[config.mk]
export PLATFORM = sky130hd
export DESIGN_NAME = mouse_display_top
export DESIGN_NICKNAME = d
export VERILOG_FILES = /design/src/mouse_cursor_pkg.sv /design/src/crosshair_render.sv /design/src/mouse_display_top.sv /design/src/mouse_packet.sv /design/src/ps2_rx.sv /design/src/video_timing.sv
export VERILOG_INCLUDE_DIRS = /design/src
export SDC_FILE = /design/constraint.sdc
export NUM_CORES = 1
export LEC_CHECK = 0
export ABC_AREA = 1
export ABC_CLOCK_PERIOD_IN_PS = 2300
export BUFFER_PORTS_ARGS = -buffer_cell sky130_fd_sc_hd__buf_4
export CORE_MARGIN = 2
export CORE_UTILIZATION = 55
export CTS_CLUSTER_SIZE = 16
export DETAILED_ROUTE_END_ITERATION = 6
export GPL_ROUTABILITY_DRIVEN = 0
export PLACE_DENSITY = 0.81
export SYNTH_ARGS = -nofsm -noshare
export SYNTH_HDL_FRONTEND = slang
export SYNTH_SLANG_ARGS = --single-unit
[constraint.sdc]
create_clock -name clk -period 2.3 [get_ports clk]
set_input_delay 0.46 -clock clk [delete_from_list [all_inputs] [get_ports clk]]
set_output_delay 0.46 -clock clk [all_outputs]
set_load 0.03 [all_outputs]
[src/mouse_cursor_defines.svh]
`ifndef MOUSE_CURSOR_DEFINES_SVH
`define MOUSE_CURSOR_DEFINES_SVH

// cursor coordinate widths
`define MC_X_BITS 10
`define MC_Y_BITS 10

// 640x480 raster, horizontal timing in pixels
`define MC_H_ACTIVE 640
`define MC_H_FRONT  16
`define MC_H_SYNC   96
`define MC_H_BACK   48

// vertical timing in lines
`define MC_V_ACTIVE 480
`define MC_V_FRONT  10
`define MC_V_SYNC   2
`define MC_V_BACK   33

// idle cycles in mid-frame before a partial PS/2 frame is dropped
`define MC_PS2_TIMEOUT 2000

// cursor position after reset, middle of the screen
`define MC_X_RESET 320
`define MC_Y_RESET 240

`endif

[src/mouse_cursor_pkg.sv]
`include "mouse_cursor_defines.svh"

package mouse_cursor_pkg;

    // absolute cursor coordinates, always inside the active area
    typedef logic [`MC_X_BITS-1:0] cursor_x_t;
    typedef logic [`MC_Y_BITS-1:0] cursor_y_t;

    // button bits in the order of the PS/2 status byte bits 2:0
    typedef struct packed {
        logic middle;
        logic right;
        logic left;
    } mouse_buttons_t;

    // 9-bit two's complement movement, sign taken from the status byte
    typedef logic signed [8:0] delta_t;

endpackage

[src/crosshair_render.sv]
`timescale 1ns/10ps

module crosshair_render
(
    input  logic                       clk,
    input  logic                       rst_n,
    input  logic [9:0]                 beam_x,
    input  logic [9:0]                 beam_y,
    input  logic                       hsync,
    input  logic                       vsync,
    input  logic                       blank,
    input  mouse_cursor_pkg::cursor_x_t cursor_x,
    input  mouse_cursor_pkg::cursor_y_t cursor_y,
    output logic [7:0]                 color,
    output logic                       hsync_out,
    output logic                       vsync_out,
    output logic                       blank_out
);

    logic on_cross;

    // a full-screen vertical and horizontal line through the cursor
    assign on_cross = ~blank && ((beam_x == cursor_x) || (beam_y == cursor_y));

    // colour and timing leave in the same cycle
    always_ff @(posedge clk or negedge rst_n)
    begin
        if (!rst_n)
        begin
            color     <= 8'h00;
            hsync_out <= 1'b1;
            vsync_out <= 1'b1;
            blank_out <= 1'b1;
        end
        else
        begin
            color     <= on_cross ? 8'hFF : 8'h00;
            hsync_out <= hsync;
            vsync_out <= vsync;
            blank_out <= blank;
        end
    end

endmodule

[src/mouse_display_top.sv]
`timescale 1ns/10ps

module mouse_display_top
(
    input  logic                            clk,
    input  logic                            rst_n,
    input  logic                            ps2_clk,
    input  logic                            ps2_data,
    output logic [7:0]                      color,
    output logic                            hsync_out,
    output logic                            vsync_out,
    output logic                            blank_out,
    output mouse_cursor_pkg::cursor_x_t      cursor_x,
    output mouse_cursor_pkg::cursor_y_t      cursor_y,
    output mouse_cursor_pkg::mouse_buttons_t buttons,
    output logic                            frame_error
);

    logic       byte_valid;
    logic [7:0] byte_data;
    logic [9:0] beam_x;
    logic [9:0] beam_y;
    logic       hsync;
    logic       vsync;
    logic       blank;

    // mouse side
    ps2_rx u_ps2_rx
    (
        .clk         (clk),
        .rst_n       (rst_n),
        .ps2_clk     (ps2_clk),
        .ps2_data    (ps2_data),
        .byte_valid  (byte_valid),
        .byte_data   (byte_data),
        .frame_error (frame_error)
    );

    mouse_packet u_mouse_packet
    (
        .clk         (clk),
        .rst_n       (rst_n),
        .byte_valid  (byte_valid),
        .byte_data   (byte_data),
        .frame_error (frame_error),
        .cursor_x    (cursor_x),
        .cursor_y    (cursor_y),
        .buttons     (buttons)
    );

    // video side
    video_timing u_video_timing
    (
        .clk    (clk),
        .rst_n  (rst_n),
        .beam_x (beam_x),
        .beam_y (beam_y),
        .hsync  (hsync),
        .vsync  (vsync),
        .blank  (blank)
    );

    crosshair_render u_crosshair_render
    (
        .clk       (clk),
        .rst_n     (rst_n),
        .beam_x    (beam_x),
        .beam_y    (beam_y),
        .hsync     (hsync),
        .vsync     (vsync),
        .blank     (blank),
        .cursor_x  (cursor_x),
        .cursor_y  (cursor_y),
        .color     (color),
        .hsync_out (hsync_out),
        .vsync_out (vsync_out),
        .blank_out (blank_out)
    );

endmodule

[src/mouse_packet.sv]
`timescale 1ns/10ps
`include "mouse_cursor_defines.svh"

module mouse_packet
(
    input  logic                            clk,
    input  logic                            rst_n,
    input  logic                            byte_valid,
    input  logic [7:0]                      byte_data,
    input  logic                            frame_error,
    output mouse_cursor_pkg::cursor_x_t      cursor_x,
    output mouse_cursor_pkg::cursor_y_t      cursor_y,
    output mouse_cursor_pkg::mouse_buttons_t buttons
);

    import mouse_cursor_pkg::*;

    localparam int X_MAX = `MC_H_ACTIVE - 1;
    localparam int Y_MAX = `MC_V_ACTIVE - 1;

    logic [1:0]                 byte_idx;
    logic [7:0]                 status_q;
    logic [7:0]                 dx_q;
    delta_t                     dx;
    delta_t                     dy;
    logic signed [`MC_X_BITS+1:0] x_sum;
    logic signed [`MC_Y_BITS+1:0] y_sum;
    cursor_x_t                  x_next;
    cursor_y_t                  y_next;

    // status byte and x movement, held until the y byte arrives
    always_ff @(posedge clk)
    begin
        if (byte_valid && byte_idx == 2'd0)
        begin
            status_q <= byte_data;
        end
        if (byte_valid && byte_idx == 2'd1)
        begin
            dx_q <= byte_data;
        end
    end

    // overflow on an axis means the count is meaningless
    assign dx = status_q[6] ? '0 : $signed({status_q[4], dx_q});
    assign dy = status_q[7] ? '0 : $signed({status_q[5], byte_data});

    // y is inverted, PS/2 reports up as positive
    assign x_sum = $signed({2'b00, cursor_x}) + dx;
    assign y_sum = $signed({2'b00, cursor_y}) - dy;

    always_comb
    begin
        if (x_sum < 0)
            x_next = '0;
        else if (x_sum > X_MAX)
            x_next = cursor_x_t'(X_MAX);
        else
            x_next = x_sum[`MC_X_BITS-1:0];

        if (y_sum < 0)
            y_next = '0;
        else if (y_sum > Y_MAX)
            y_next = cursor_y_t'(Y_MAX);
        else
            y_next = y_sum[`MC_Y_BITS-1:0];
    end

    always_ff @(posedge clk or negedge rst_n)
    begin
        if (!rst_n)
        begin
            byte_idx <= 2'd0;
            cursor_x <= cursor_x_t'(`MC_X_RESET);
            cursor_y <= cursor_y_t'(`MC_Y_RESET);
            buttons  <= '0;
        end
        else if (frame_error)
        begin
            // lost byte, realign on the next status byte
            byte_idx <= 2'd0;
        end
        else if (byte_valid)
        begin
            case (byte_idx)
                2'd0:
                begin
                    // bit 3 is always set in a status byte
                    if (byte_data[3])
                        byte_idx <= 2'd1;
                end
                2'd1:
                begin
                    byte_idx <= 2'd2;
                end
                default:
                begin
                    byte_idx <= 2'd0;
                    cursor_x <= x_next;
                    cursor_y <= y_next;
                    buttons  <= mouse_buttons_t'(status_q[2:0]);
                end
            endcase
        end
    end

    a_x_range: assert property (@(posedge clk) disable iff (!rst_n)
        cursor_x < `MC_H_ACTIVE)
        else $error("mouse_packet: cursor_x out of range");

    a_y_range: assert property (@(posedge clk) disable iff (!rst_n)
        cursor_y < `MC_V_ACTIVE)
        else $error("mouse_packet: cursor_y out of range");

endmodule

[src/ps2_rx.sv]
`timescale 1ns/10ps
`include "mouse_cursor_defines.svh"

module ps2_rx
(
    input  logic       clk,
    input  logic       rst_n,
    input  logic       ps2_clk,
    input  logic       ps2_data,
    output logic       byte_valid,
    output logic [7:0] byte_data,
    output logic       frame_error
);

    localparam int TO_W = $clog2(`MC_PS2_TIMEOUT);

    logic [1:0]      clk_sync;
    logic [1:0]      data_sync;
    logic            clk_prev;
    logic            fall;
    logic [3:0]      bit_cnt;
    logic [9:0]      shift_q;
    logic [TO_W-1:0] idle_cnt;
    logic            frame_ok;

    // both lines idle high, so the synchronizers reset to one
    always_ff @(posedge clk or negedge rst_n)
    begin
        if (!rst_n)
        begin
            clk_sync  <= 2'b11;
            data_sync <= 2'b11;
            clk_prev  <= 1'b1;
        end
        else
        begin
            clk_sync  <= {clk_sync[0], ps2_clk};
            data_sync <= {data_sync[0], ps2_data};
            clk_prev  <= clk_sync[1];
        end
    end

    // device clock falling edge, data is stable here
    assign fall = clk_prev & ~clk_sync[1];

    // shift_q holds start in bit 0, data in 8:1 and parity in bit 9 once
    // ten bits are in; the stop bit is the live sample
    assign frame_ok = ~shift_q[0] & (^shift_q[9:1]) & data_sync[1];

    always_ff @(posedge clk)
    begin
        if (fall && bit_cnt != 4'd10)
        begin
            shift_q <= {data_sync[1], shift_q[9:1]};
        end
    end

    always_ff @(posedge clk)
    begin
        if (fall && bit_cnt == 4'd10)
        begin
            byte_data <= shift_q[8:1];
        end
    end

    always_ff @(posedge clk or negedge rst_n)
    begin
        if (!rst_n)
        begin
            bit_cnt     <= '0;
            idle_cnt    <= '0;
            byte_valid  <= 1'b0;
            frame_error <= 1'b0;
        end
        else
        begin
            byte_valid  <= 1'b0;
            frame_error <= 1'b0;
            if (fall)
            begin
                idle_cnt <= '0;
                if (bit_cnt == 4'd10)
                begin
                    bit_cnt     <= '0;
                    byte_valid  <= frame_ok;
                    frame_error <= ~frame_ok;
                end
                else
                begin
                    bit_cnt <= bit_cnt + 4'd1;
                end
            end
            else if (bit_cnt != 4'd0)
            begin
                // device stopped clocking in mid-frame
                if (idle_cnt == TO_W'(`MC_PS2_TIMEOUT - 1))
                begin
                    bit_cnt     <= '0;
                    idle_cnt    <= '0;
                    frame_error <= 1'b1;
                end
                else
                begin
                    idle_cnt <= idle_cnt + 1'b1;
                end
            end
        end
    end

    a_strobe_excl: assert property (@(posedge clk) disable iff (!rst_n)
        !(byte_valid && frame_error))
        else $error("ps2_rx: byte_valid and frame_error together");

    a_valid_pulse: assert property (@(posedge clk) disable iff (!rst_n)
        byte_valid |=> !byte_valid)
        else $error("ps2_rx: byte_valid longer than one cycle");

    a_error_pulse: assert property (@(posedge clk) disable iff (!rst_n)
        frame_error |=> !frame_error)
        else $error("ps2_rx: frame_error longer than one cycle");

endmodule

[src/video_timing.sv]
`timescale 1ns/10ps
`include "mouse_cursor_defines.svh"

module video_timing
(
    input  logic       clk,
    input  logic       rst_n,
    output logic [9:0] beam_x,
    output logic [9:0] beam_y,
    output logic       hsync,
    output logic       vsync,
    output logic       blank
);

    localparam int H_SYNC_START = `MC_H_ACTIVE + `MC_H_FRONT;
    localparam int H_SYNC_END   = H_SYNC_START + `MC_H_SYNC;
    localparam int H_TOTAL      = H_SYNC_END + `MC_H_BACK;

    localparam int V_SYNC_START = `MC_V_ACTIVE + `MC_V_FRONT;
    localparam int V_SYNC_END   = V_SYNC_START + `MC_V_SYNC;
    localparam int V_TOTAL      = V_SYNC_END + `MC_V_BACK;

    logic [9:0] h_count;
    logic [9:0] v_count;
    logic       h_last;
    logic       v_last;

    assign h_last = (h_count == 10'(H_TOTAL - 1));
    assign v_last = (v_count == 10'(V_TOTAL - 1));

    // one pixel per clock, line counter steps at the end of each line
    always_ff @(posedge clk or negedge rst_n)
    begin
        if (!rst_n)
        begin
            h_count <= '0;
            v_count <= '0;
        end
        else
        begin
            if (h_last)
            begin
                h_count <= '0;
                if (v_last)
                    v_count <= '0;
                else
                    v_count <= v_count + 10'd1;
            end
            else
            begin
                h_count <= h_count + 10'd1;
            end
        end
    end

    assign beam_x = h_count;
    assign beam_y = v_count;

    // syncs are active low
    assign hsync = ~((h_count >= 10'(H_SYNC_START)) && (h_count < 10'(H_SYNC_END)));
    assign vsync = ~((v_count >= 10'(V_SYNC_START)) && (v_count < 10'(V_SYNC_END)));
    assign blank = (h_count >= 10'(`MC_H_ACTIVE)) || (v_count >= 10'(`MC_V_ACTIVE));

    a_h_range: assert property (@(posedge clk) disable iff (!rst_n)
        beam_x < H_TOTAL)
        else $error("video_timing: beam_x past horizontal total");

endmodule
Yosys cells after proc, flatten, opt, wreduce, memory -nomap -nowiden
Index checks and enable logic that the tools add are counted.

Output and inout port bits: 35. Word-level logic and storage cells: 104. Input port bits: 4. Bits in registers: 112.

Muxes and demuxes: 26. Bitwise gates (word level): 11. Reduce and logical (&&, ||, !) cells: 19. Order comparisons: 10. $add $sub $neg: 6. Equal/unequal tests: 9.

Operators with widths (count): 10-bit 2-to-1 mux (6); 11-bit 2-to-1 mux (3); 12-bit by 1-bit < comparator with 1-bit output, second input constant (2); 10-bit by 1-bit adder with 10-bit output, second input constant (2); 10-bit == test (2); 10-bit == test, second input constant (2); 10-bit greater-or-equal comparator, second input constant (2); 10-bit by 9-bit greater-or-equal comparator with 1-bit output, second input constant (2); 9-bit 2-to-1 mux (2); 4-bit 2-to-1 mux (4); 11-bit by 9-bit adder with 12-bit output (1); 12-bit by 10-bit > comparator with 1-bit output, second input constant (1); 12-bit by 11-bit > comparator with 1-bit output, second input constant (1); 11-bit by 9-bit subtractor with 12-bit output (1); 11-bit by 1-bit adder with 11-bit output, second input constant (1); 11-bit == test, second input constant (1); 10-bit < comparator, second input constant (1); 10-bit by 9-bit < comparator with 1-bit output, second input constant (1); 9-bit XOR reduction (1); 8-bit 2-to-1 mux (1); 1-bit inverter (8); 1-bit logical AND (7); 1-bit 2-to-1 mux (6); 2-bit 2-to-1 mux (3); 14 further kinds (20).

Depth between registers and ports, before layout
Gate-level depths: netlist of run 1.

Word-level depth: 6. Mapped depth: 17. Depth with buffers taken out: 17.

Hierarchy
A second synthesis of run 1 with hierarchy kept.

Cells, all modules: 815. Area, all modules: 6557.5 um^2.

By module, submodules not included: mouse_packet (instances 1, sequential area each 1083.5 um^2, cells each 397, area an instance 3001.6 um^2); ps2_rx (instances 1, sequential area each 1097.3 um^2, cells each 171, area an instance 1785.5 um^2); video_timing (instances 1, sequential area each 500.5 um^2, cells each 162, area an instance 1273.7 um^2); crosshair_render (instances 1, sequential area each 103.8 um^2, cells each 85, area an instance 496.7 um^2).

Worst setup path after synthesis of run 1
No wires, ideal clock.

Path kind: reg2reg. Start: register u_mouse_packet.cursor_x[0]. End: register u_mouse_packet.cursor_x[9]. Stages on the path, launching flop included: 14. Setup slack: 0.039 ns. Setup time: 0.135 ns. Buffers on the path: 0. Period minus slack after synthesis: 2.261 ns. Arrival: 2.126 ns. Data required time: 2.165 ns. Cell sequence: dfrtp_1 -> ha_1 -> inv_1 -> fa_1 -> o21ai_2 -> nand2_1 -> nand2_2 -> nand2_2 -> nand2_2 -> nor2_2 -> nor2_4 -> nand3_2 -> nand2_1 -> o21ai_1.

Longest elaborated chain between the ends: 4. Elaborated cells on any way between the ends: 5. Classes of those cells: add/sub (1); order compare (2); mux (2).

Ends and longest elaborated chain: from (decl) (line mouse_packet.sv:11) `output mouse_cursor_pkg::cursor_x_t cursor_x,`; from (signal assigned) (line mouse_packet.sv:74) `` cursor_x <= cursor_x_t'(`MC_X_RESET); ``; from (signal assigned) (line mouse_packet.sv:99) `cursor_x <= x_next;`; 11-bit by 9-bit adder with 12-bit output (*) (line mouse_packet.sv:49) `assign x_sum = $signed({2'b00, cursor_x}) + dx;`; 12-bit by 11-bit > comparator with 1-bit output (line mouse_packet.sv:56) `else if (x_sum > X_MAX)`; 10-bit 2-to-1 mux (line mouse_packet.sv:56); 10-bit 2-to-1 mux (*) (line mouse_packet.sv:54) `if (x_sum < 0)`.

Every way passes the cells marked *; elsewhere a longest branch is shown, timed or not. A chain may end at the register's enable or synchronous reset.

Final worst setup path of run 1
Start: register u_mouse_packet.status_q[6]. End: register u_mouse_packet.cursor_x[1].

Longest elaborated chain between the ends: 5. Elaborated cells on any way between the ends: 6. Classes of those cells: add/sub (1); order compare (2); mux (3).

Ends and longest elaborated chain: from (decl) (line mouse_packet.sv:22) `logic [7:0] status_q;`; from (signal assigned) (line mouse_packet.sv:36) `status_q <= byte_data;`; 9-bit 2-to-1 mux (*) (line mouse_packet.sv:45) `assign dx = status_q[6] ? '0 : $signed({status_q[4], dx_q});`; 11-bit by 9-bit adder with 12-bit output (*) (line mouse_packet.sv:49); 12-bit by 11-bit > comparator with 1-bit output (line mouse_packet.sv:56); 10-bit 2-to-1 mux (line mouse_packet.sv:56); 10-bit 2-to-1 mux (*) (line mouse_packet.sv:54).

Marked as above.

==> summary.txt, run 1 <==
Synth
  – Post-Syn Nets: 761
  – Most frequent cell after synthesis: nand2_1
  – Post-synth EDFFs: 33
  – Synth cell types: 46
  – Async set-reset flop share out of synthesis: 68.3%
  – Top cell type by total area after synthesis: dfrtp_1
  – Cell area after synthesis: 0.00606 mm2
  – Syn. warnings: 0
  – Sequential fraction of the synthesis area: 45.9%
  – Mapped Avg Cell Area: 8.37 um2
  – Synthesized instance count: 724
  – Post-synth top area share: 23.5%
  – Yosys reg bits: 104
  – Commonest cells post-synth: nand2_1 (191), inv_1 (108), nor2_1 (61)
  – Top_reg_cell synth: dfrtp_1
  – Area contributors post-synth: dfrtp_1 (24%), edfxtp_1 (16%), nand2_1 (12%), inv_1 (6.7%), ha_1 (6.4%)

Layout
  – Final Core Density: 68.0%
  – Area grow syn2layout: 21.1%
  – Filler instances: 745
  – # nets final: 832
  – Antenna diode count: 0
  – Design area: 0.00734 mm2
  – Share of cells above drive strength 1: 26.6%

Setup path
  – R2r worst-path depth: 15
  – Arrival time of the worst setup path: 2640 ps
  – Worst setup EP type: flip-flop
  – Kind of critical path: reg -> reg
  – Worst r2r src: u_mouse_packet.status_q[6]$_DFFE_PP_
  – Worst reg2reg path endpoint: u_mouse_packet.cursor_x[1]$_DFFE_PN0P_
  – Worst setup SP type: flip-flop
  – CP Data Required Time: 2560 ps
  – Reg2Reg Setup Slack: -80 ps
  – CP max FO: 7

Outcome
  – Failing checks: DRC, setup timing
  – Outcome: finished, violations left

Timing
  – Final WS setup: -82.1 ps
  – Unrepaired setup endpoints after global routing: true
  – Slew Viols, Final: 0
  – Fin crit share: 104%
  – Worst slew pin tran: 645 ps
  – Slew headroom: 56.9%
  – Worst Skew: 13.6 ps
  – Final min period: 2380 ps
  – Final hold vios: 0
  – Endpoints failing setup: 10
  – Peak Freq: 420 MHz

CTS
  – Clock sinks: 104
  – CTS Buffer Depth: 2
  – H-tree levels: 3
  – Clk slew on worst S/H paths: 100 ps
  – Root buf cell: clkbuf_8
  – CTS Buf Count: 9
  – CTS Hold Buffers Added: 0
  – Clock Latency Late Sink: 380 ps
  – CTS tree: yes

Power
  – Final Power: 3.56 mW
  – Leakage: 3.51 nW
  – Maximum vdd drop: 638 uV
  – Pwr Density: 485 mW/mm2

Die
  – Ports: 39
  – Die X: 109 um
  – Chip height: 109 um
  – Die area: 0.0119 mm2
  – Starting density of the core: 56.2%
  – Row cnt: 38
  – Core area: 0.0108 mm2

Global route
  – Initial antenna violation count: 0
  – Global-route wire length before repair: 21500 um
  – Total Routing Usage GR: 23.3%
  – Largest net degree at the start of global routing: 39
  – Number of global-route vias before repair: 4817
  – Overflow after GRT: 0

Drt
  – Total Wirelength: 14500 um
  – Vias per cell: 5.53
  – Antenna viol nets, final: 0
  – Number of iterations in the first detailed-routing pass: 7
  – Routed wire per std cell: 15.5 um
  – DRC errors left: 1
  – Initial DRC count: 426
  – Vias: 5196

Min path
  – Hold Crit Class: in -> async

Placement
  – IO buf count: 38
  – Dpl hpwl: 9920 um
  – Placed Area: 0.00659 mm2

Flow run
  – Max cap viols: 0
==> worst max-delay path by stage <==
stage | start | endpoint | slack [ps]
3_5_place_dp | u_mouse_packet.status_q[7]$_DFFE_PP_ | u_mouse_packet.cursor_y[3]$_DFFE_PN0P_ | -70
3_3_place_gp | u_mouse_packet.status_q[7]$_DFFE_PP_ | u_mouse_packet.cursor_y[5]$_DFFE_PN1P_ | 70
6_report | u_mouse_packet.status_q[6]$_DFFE_PP_ | u_mouse_packet.cursor_x[1]$_DFFE_PN0P_ | -80
2_1_floorplan | u_mouse_packet.cursor_x[0]$_DFFE_PN0P_ | u_mouse_packet.cursor_x[9]$_DFFE_PN0P_ | 40
5_1_grt | u_mouse_packet.status_q[6]$_DFFE_PP_ | u_mouse_packet.cursor_x[0]$_DFFE_PN0P_ | -270
4_1_cts | u_mouse_packet.status_q[6]$_DFFE_PP_ | u_mouse_packet.cursor_x[3]$_DFFE_PN0P_ | -8
==> critical path: stages (launching register included) <==
cell and delay, ps:
edfxtp_1 430, buf_6 170, inv_2 70, nand2_2 80
inv_2 90, buf_4 120, ha_2 190, inv_1 50
nor2_2 110, nand3_1 120, nand4_1 270, nand2_4 120
nand2_4 120, clkinvlp_4 140, nand2_1 110, nand2_1 70
==> metrics by stage <==
stage / setup slack [ps] / std cells / hold WS, ps / TNS, ps
floorplan: 39.1 / 724 / 164 / 0
global placement: 66.8 / 908 / 346 / 0
detailed placement: -74.0 / 908 / 347 / -379
CTS: -8.00 / 925 / 23.0 / -8.00
global route: -274 / 940 / 40.7 / -2790
finish: -82.1 / 940 / 24.2 / -399
==> power breakdown <==
group	switching, mW	internal [mW]
Combinational	0.199	0.130
Sequential	0.0738	2.00
Clock	0.593	0.571
Total	0.866	2.70
==> flip-flops by register name (all words and copies together), names as in the netlist <==
signal	count
u_ps2_rx.byte_valid	1
u_mouse_packet.byte_idx	2
u_crosshair_render.vsync_out	1
u_ps2_rx.byte_data	8
u_mouse_packet.status_q	7
u_crosshair_render.hsync_out	1
u_mouse_packet.buttons	3
u_crosshair_render.blank_out	1
u_mouse_packet.cursor_y	10
u_video_timing.beam_x	10
u_crosshair_render.color	1
u_ps2_rx.shift_q	10
u_ps2_rx.bit_cnt	4
u_mouse_packet.cursor_x	10
u_ps2_rx.data_sync	2
u_ps2_rx.idle_cnt	11
u_video_timing.beam_y	10
u_ps2_rx.frame_error	1
u_mouse_packet.dx_q	8
u_ps2_rx.clk_prev	1
u_ps2_rx.clk_sync	2
==> routing by layer <==
layer | GRT usage [%] | routed length [um] | up-vias
met4 | 9.34 | 532 | 0
met3 | 4.84 | 982 | 61
met1 | 28.1 | 5660 | 2437
met5 | 0 | 0 | -
met2 | 40.5 | 7350 | 234
li1 | - | - | 2464
==> logic make-up (layout without fill, tap and decap cells) <==
family                     count (synthesis)  in the layout  synth area share (%)
and+or+nand+nor                          359            361                  26.7
buffers and inverters                    125            199                  8.21
DFF                                      104            104                  45.9
AOI/OAI and AO/OA                         67             67                  6.73
xor gates and xnor gates                  36             36                  5.33
adders and majority gates                 33             33                  7.06
==> repair_timing <==
action                     CTS  global route
buffers inserted             0            13
resized for setup            8            91
pin swaps                    3            28
setup endpoints to repair   17            19
cloned                       1             2
==> cell usage in the layout, fill, tap and decap left out, types with 15 or more instances in the layout <==
| cell | instances |
|---|---|
| buf_4 | 65 |
| dfrtp_1 | 57 |
| edfxtp_1 | 33 |
| ha_1 | 15 |
| inv_1 | 102 |
| nand2_1 | 170 |
| nand2_2 | 25 |
| nand3_1 | 41 |
| nor2_1 | 51 |
| o21ai_0 | 17 |
| xnor2_1 | 16 |
| xor2_1 | 19 |
==> cell type report <==
| class | instances | area (um2) | share of cell area, % |
|---|---|---|---|
| inverters | 114 | 435 | 5.93 |
| flip-flops and latches | 104 | 2790 | 37.9 |
| clock inverters | 2 | 38.8 | 0.528 |
| repair inverters | 1 | 7.51 | 0.102 |
| well taps | 140 | 175 | 2.39 |
| repair buffers | 68 | 531 | 7.23 |
| multi-input cells | 497 | 3210 | 43.7 |
| clock buffers | 14 | 164 | 2.23 |
Note: power is estimated with default switching activity, not from simulation.
==> run 2, diff against run 1 <==
ABC_AREA = unset   (was 1)
==> run 2 against run 1 <==
Effect of this change: the flow still finishes with violations (DRC, setup timing); synthesized cell count fell by 22%; largest power group unchanged; combinational power up 4%; clock power is 16% higher; maximum frequency down 17%; sequential share of layout area fell by 1.8 points.
==> summary.txt, run 2 <==
Layout
  – Max reg flops: 11
  – Most common cell after layout, fill and taps aside: buf_4
  – Share of cells above drive strength 1: 37.4%
  – Biggest register: u_ps2_rx.idle_cnt
  – Area grow syn2layout: 33.4%
  – Antenna diode count: 0
  – Final Core Density: 75.0%
  – Most frequent cells in the layout: buf_4 (144), nand2_1 (60), dfrtp_1 (55)
  – # nets final: 744
  – Design area: 0.00771 mm2

CTS
  – CTS Buf Count: 9
  – Root buf cell: clkbuf_8
  – Clk slew on worst S/H paths: 110 ps
  – CTS Buffer Depth: 2
  – CTS tree: yes
  – Clock Latency Late Sink: 390 ps
  – Clock sinks: 104
  – H-tree levels: 3

Global route
  – Global-route wire length before repair: 24100 um
  – Overflow after GRT: 0
  – Total Routing Usage GR: 27.1%
  – Largest net degree at the start of global routing: 32
  – Number of global-route vias before repair: 5000
  – Initial antenna violation count: 0

Placement
  – IO buf count: 38
  – Dpl ws: -465 ps
  – Dpl hpwl: 10300 um
  – Placed Area: 0.00693 mm2

Synth
  – Post-Syn Nets: 603
  – Commonest cells post-synth: nand2_1 (63), dfrtp_1 (57), nor2_1 (39)
  – Most frequent cell after synthesis: nand2_1
  – Sequential fraction of the synthesis area: 48.2%
  – Async set-reset flop share out of synthesis: 68.3%
  – Yosys reg bits: 104
  – Post-synth EDFFs: 33
  – Post-synth top area share: 24.7%
  – Top cell type by total area after synthesis: dfrtp_1
  – Area contributors post-synth: dfrtp_1 (25%), edfxtp_1 (17%), ha_1 (6.7%), dfstp_2 (6.4%), xor2_1 (5.0%)
  – Synth cell types: 67
  – Synthesized instance count: 566
  – Cell area after synthesis: 0.00578 mm2
  – Mapped Avg Cell Area: 10.2 um2
  – Top_reg_cell synth: dfrtp_1
  – Syn. warnings: 0

Power
  – Maximum vdd drop: 508 uV
  – Leakage: 3.50 nW
  – Pwr Density: 485 mW/mm2
  – Final Power: 3.74 mW

Drt
  – Vias per cell: 6.24
  – Vias: 5294
  – Initial DRC count: 660
  – DRC errors left: 2
  – Antenna viol nets, final: 0
  – Routed wire per std cell: 19.8 um
  – Number of iterations in the first detailed-routing pass: 7
  – Total Wirelength: 16800 um

Die
  – Core area: 0.0103 mm2
  – Ports: 39
  – Row cnt: 37
  – Die area: 0.0114 mm2
  – Chip height: 107 um
  – Starting density of the core: 56.3%
  – Die X: 107 um

Setup path
  – Max incr delay on CP: 420 ps
  – CP Data Required Time: 2620 ps
  – Worst setup EP type: flip-flop
  – Kind of critical path: reg -> reg
  – Crit path cell chain: buf_4, nor2b_1, inv_1, ha_2, nand2_1, a21oi_2, o211ai_1, a211oi_2, o22ai_2, nor2_2, a32o_1
  – Slowest stage cell on the critical path: ha_2
  – Worst setup SP type: flip-flop
  – CP max FO: 8
  – Buf+Inv Stages, Crit Path: 2
  – Arrival time of the worst setup path: 3190 ps
  – Reg2Reg Setup Slack: -570 ps
  – Crit-path leading delay family: compound AO/OA/AOI/OAI gates

Timing
  – Unrepaired setup endpoints after global routing: true
  – Worst slew pin tran: 504 ps
  – Peak Freq: 349 MHz
  – Endpoints failing setup: 19
  – Final min period: 2870 ps
  – Sum Neg Setup Slack: -8320 ps
  – Slew headroom: 66.4%
  – Worst Skew: 21.9 ps
  – Final WS setup: -569 ps
  – Fin crit share: 125%
  – Final hold vios: 0
  – Slew Viols, Final: 0

Outcome
  – Outcome: finished, violations left
  – Failing checks: DRC, setup timing

Min path
  – Hold Crit Class: in -> async

Flow run
  – Max cap viols: 0
## run 2: routing by layer
layer / wire length (um) / global-route usage (%)
met5: 0 / 0
met4: 681 / 8.35
met2: 8160 / 47.3
met3: 1350 / 6.99
met1: 6570 / 33.0
## run 2: stage by stage
| stage | hold slack [ps] | cells |
|---|---|---|
| floorplan | 164 | 566 |
| global placement | 347 | 814 |
| detailed placement | 347 | 814 |
| CTS | 1.99 | 841 |
| global route | 26.5 | 848 |
| finish | 6.39 | 848 |
## run 2: path summary, 6_finish.rpt
check | start | end | cells after the start
min in group clk | ps2_clk | u_ps2_rx.clk_sync[0]$_DFF_PN1_ | 1
max reg2reg | u_mouse_packet.status_q[7]$_DFFE_PP_ | u_mouse_packet.cursor_y[5]$_DFFE_PN1P_ | 11
min | rst_n | u_video_timing.beam_y[1]$_DFFE_PN0N_ | 1
max | u_mouse_packet.status_q[7]$_DFFE_PP_ | u_mouse_packet.cursor_y[5]$_DFFE_PN1P_ | 11
min reg2reg | u_ps2_rx.data_sync[0]$_DFF_PN1_ | u_ps2_rx.data_sync[1]$_DFF_PN1_ | 0
max in group asynchronous | rst_n | u_ps2_rx.idle_cnt[9]$_DFFE_PN0P_ | 2
## run 2: area by class of cell
type | instances | area [um2]
multi-input combinational | 417 | 3270
sequential | 104 | 2790
fill | 621 | 2560
timing repair buffer | 149 | 1150
tap | 136 | 170
clock buffer | 10 | 128
clock inverter | 6 | 108
inverter | 26 | 100
## run 2: cell families (layout without fill, tap and decap cells)
group           Yosys count  after routing  synth area share [%]
simple gates            216            216                  19.0
xor+xnor                 55             55                  8.33
compound gates          112            112                  13.3
flops                   104            104                  48.2
fa+ha+maj                33             33                  7.40
mux                       1              1                 0.195
buf+inv                  45            191                  3.55
## run 2: report_power, final
group	internal [mW]	switching [mW]
logic	0.127	0.214
registers	1.98	0.0672
clock network	0.719	0.629
## run 2: timing repair
action	4_1_cts	5_1_grt
gates resized for setup	37	44
hold buffers	0	0
gates cloned	0	0
setup endpoints to repair	19	20
buffers inserted	11	7
pin swaps	23	24
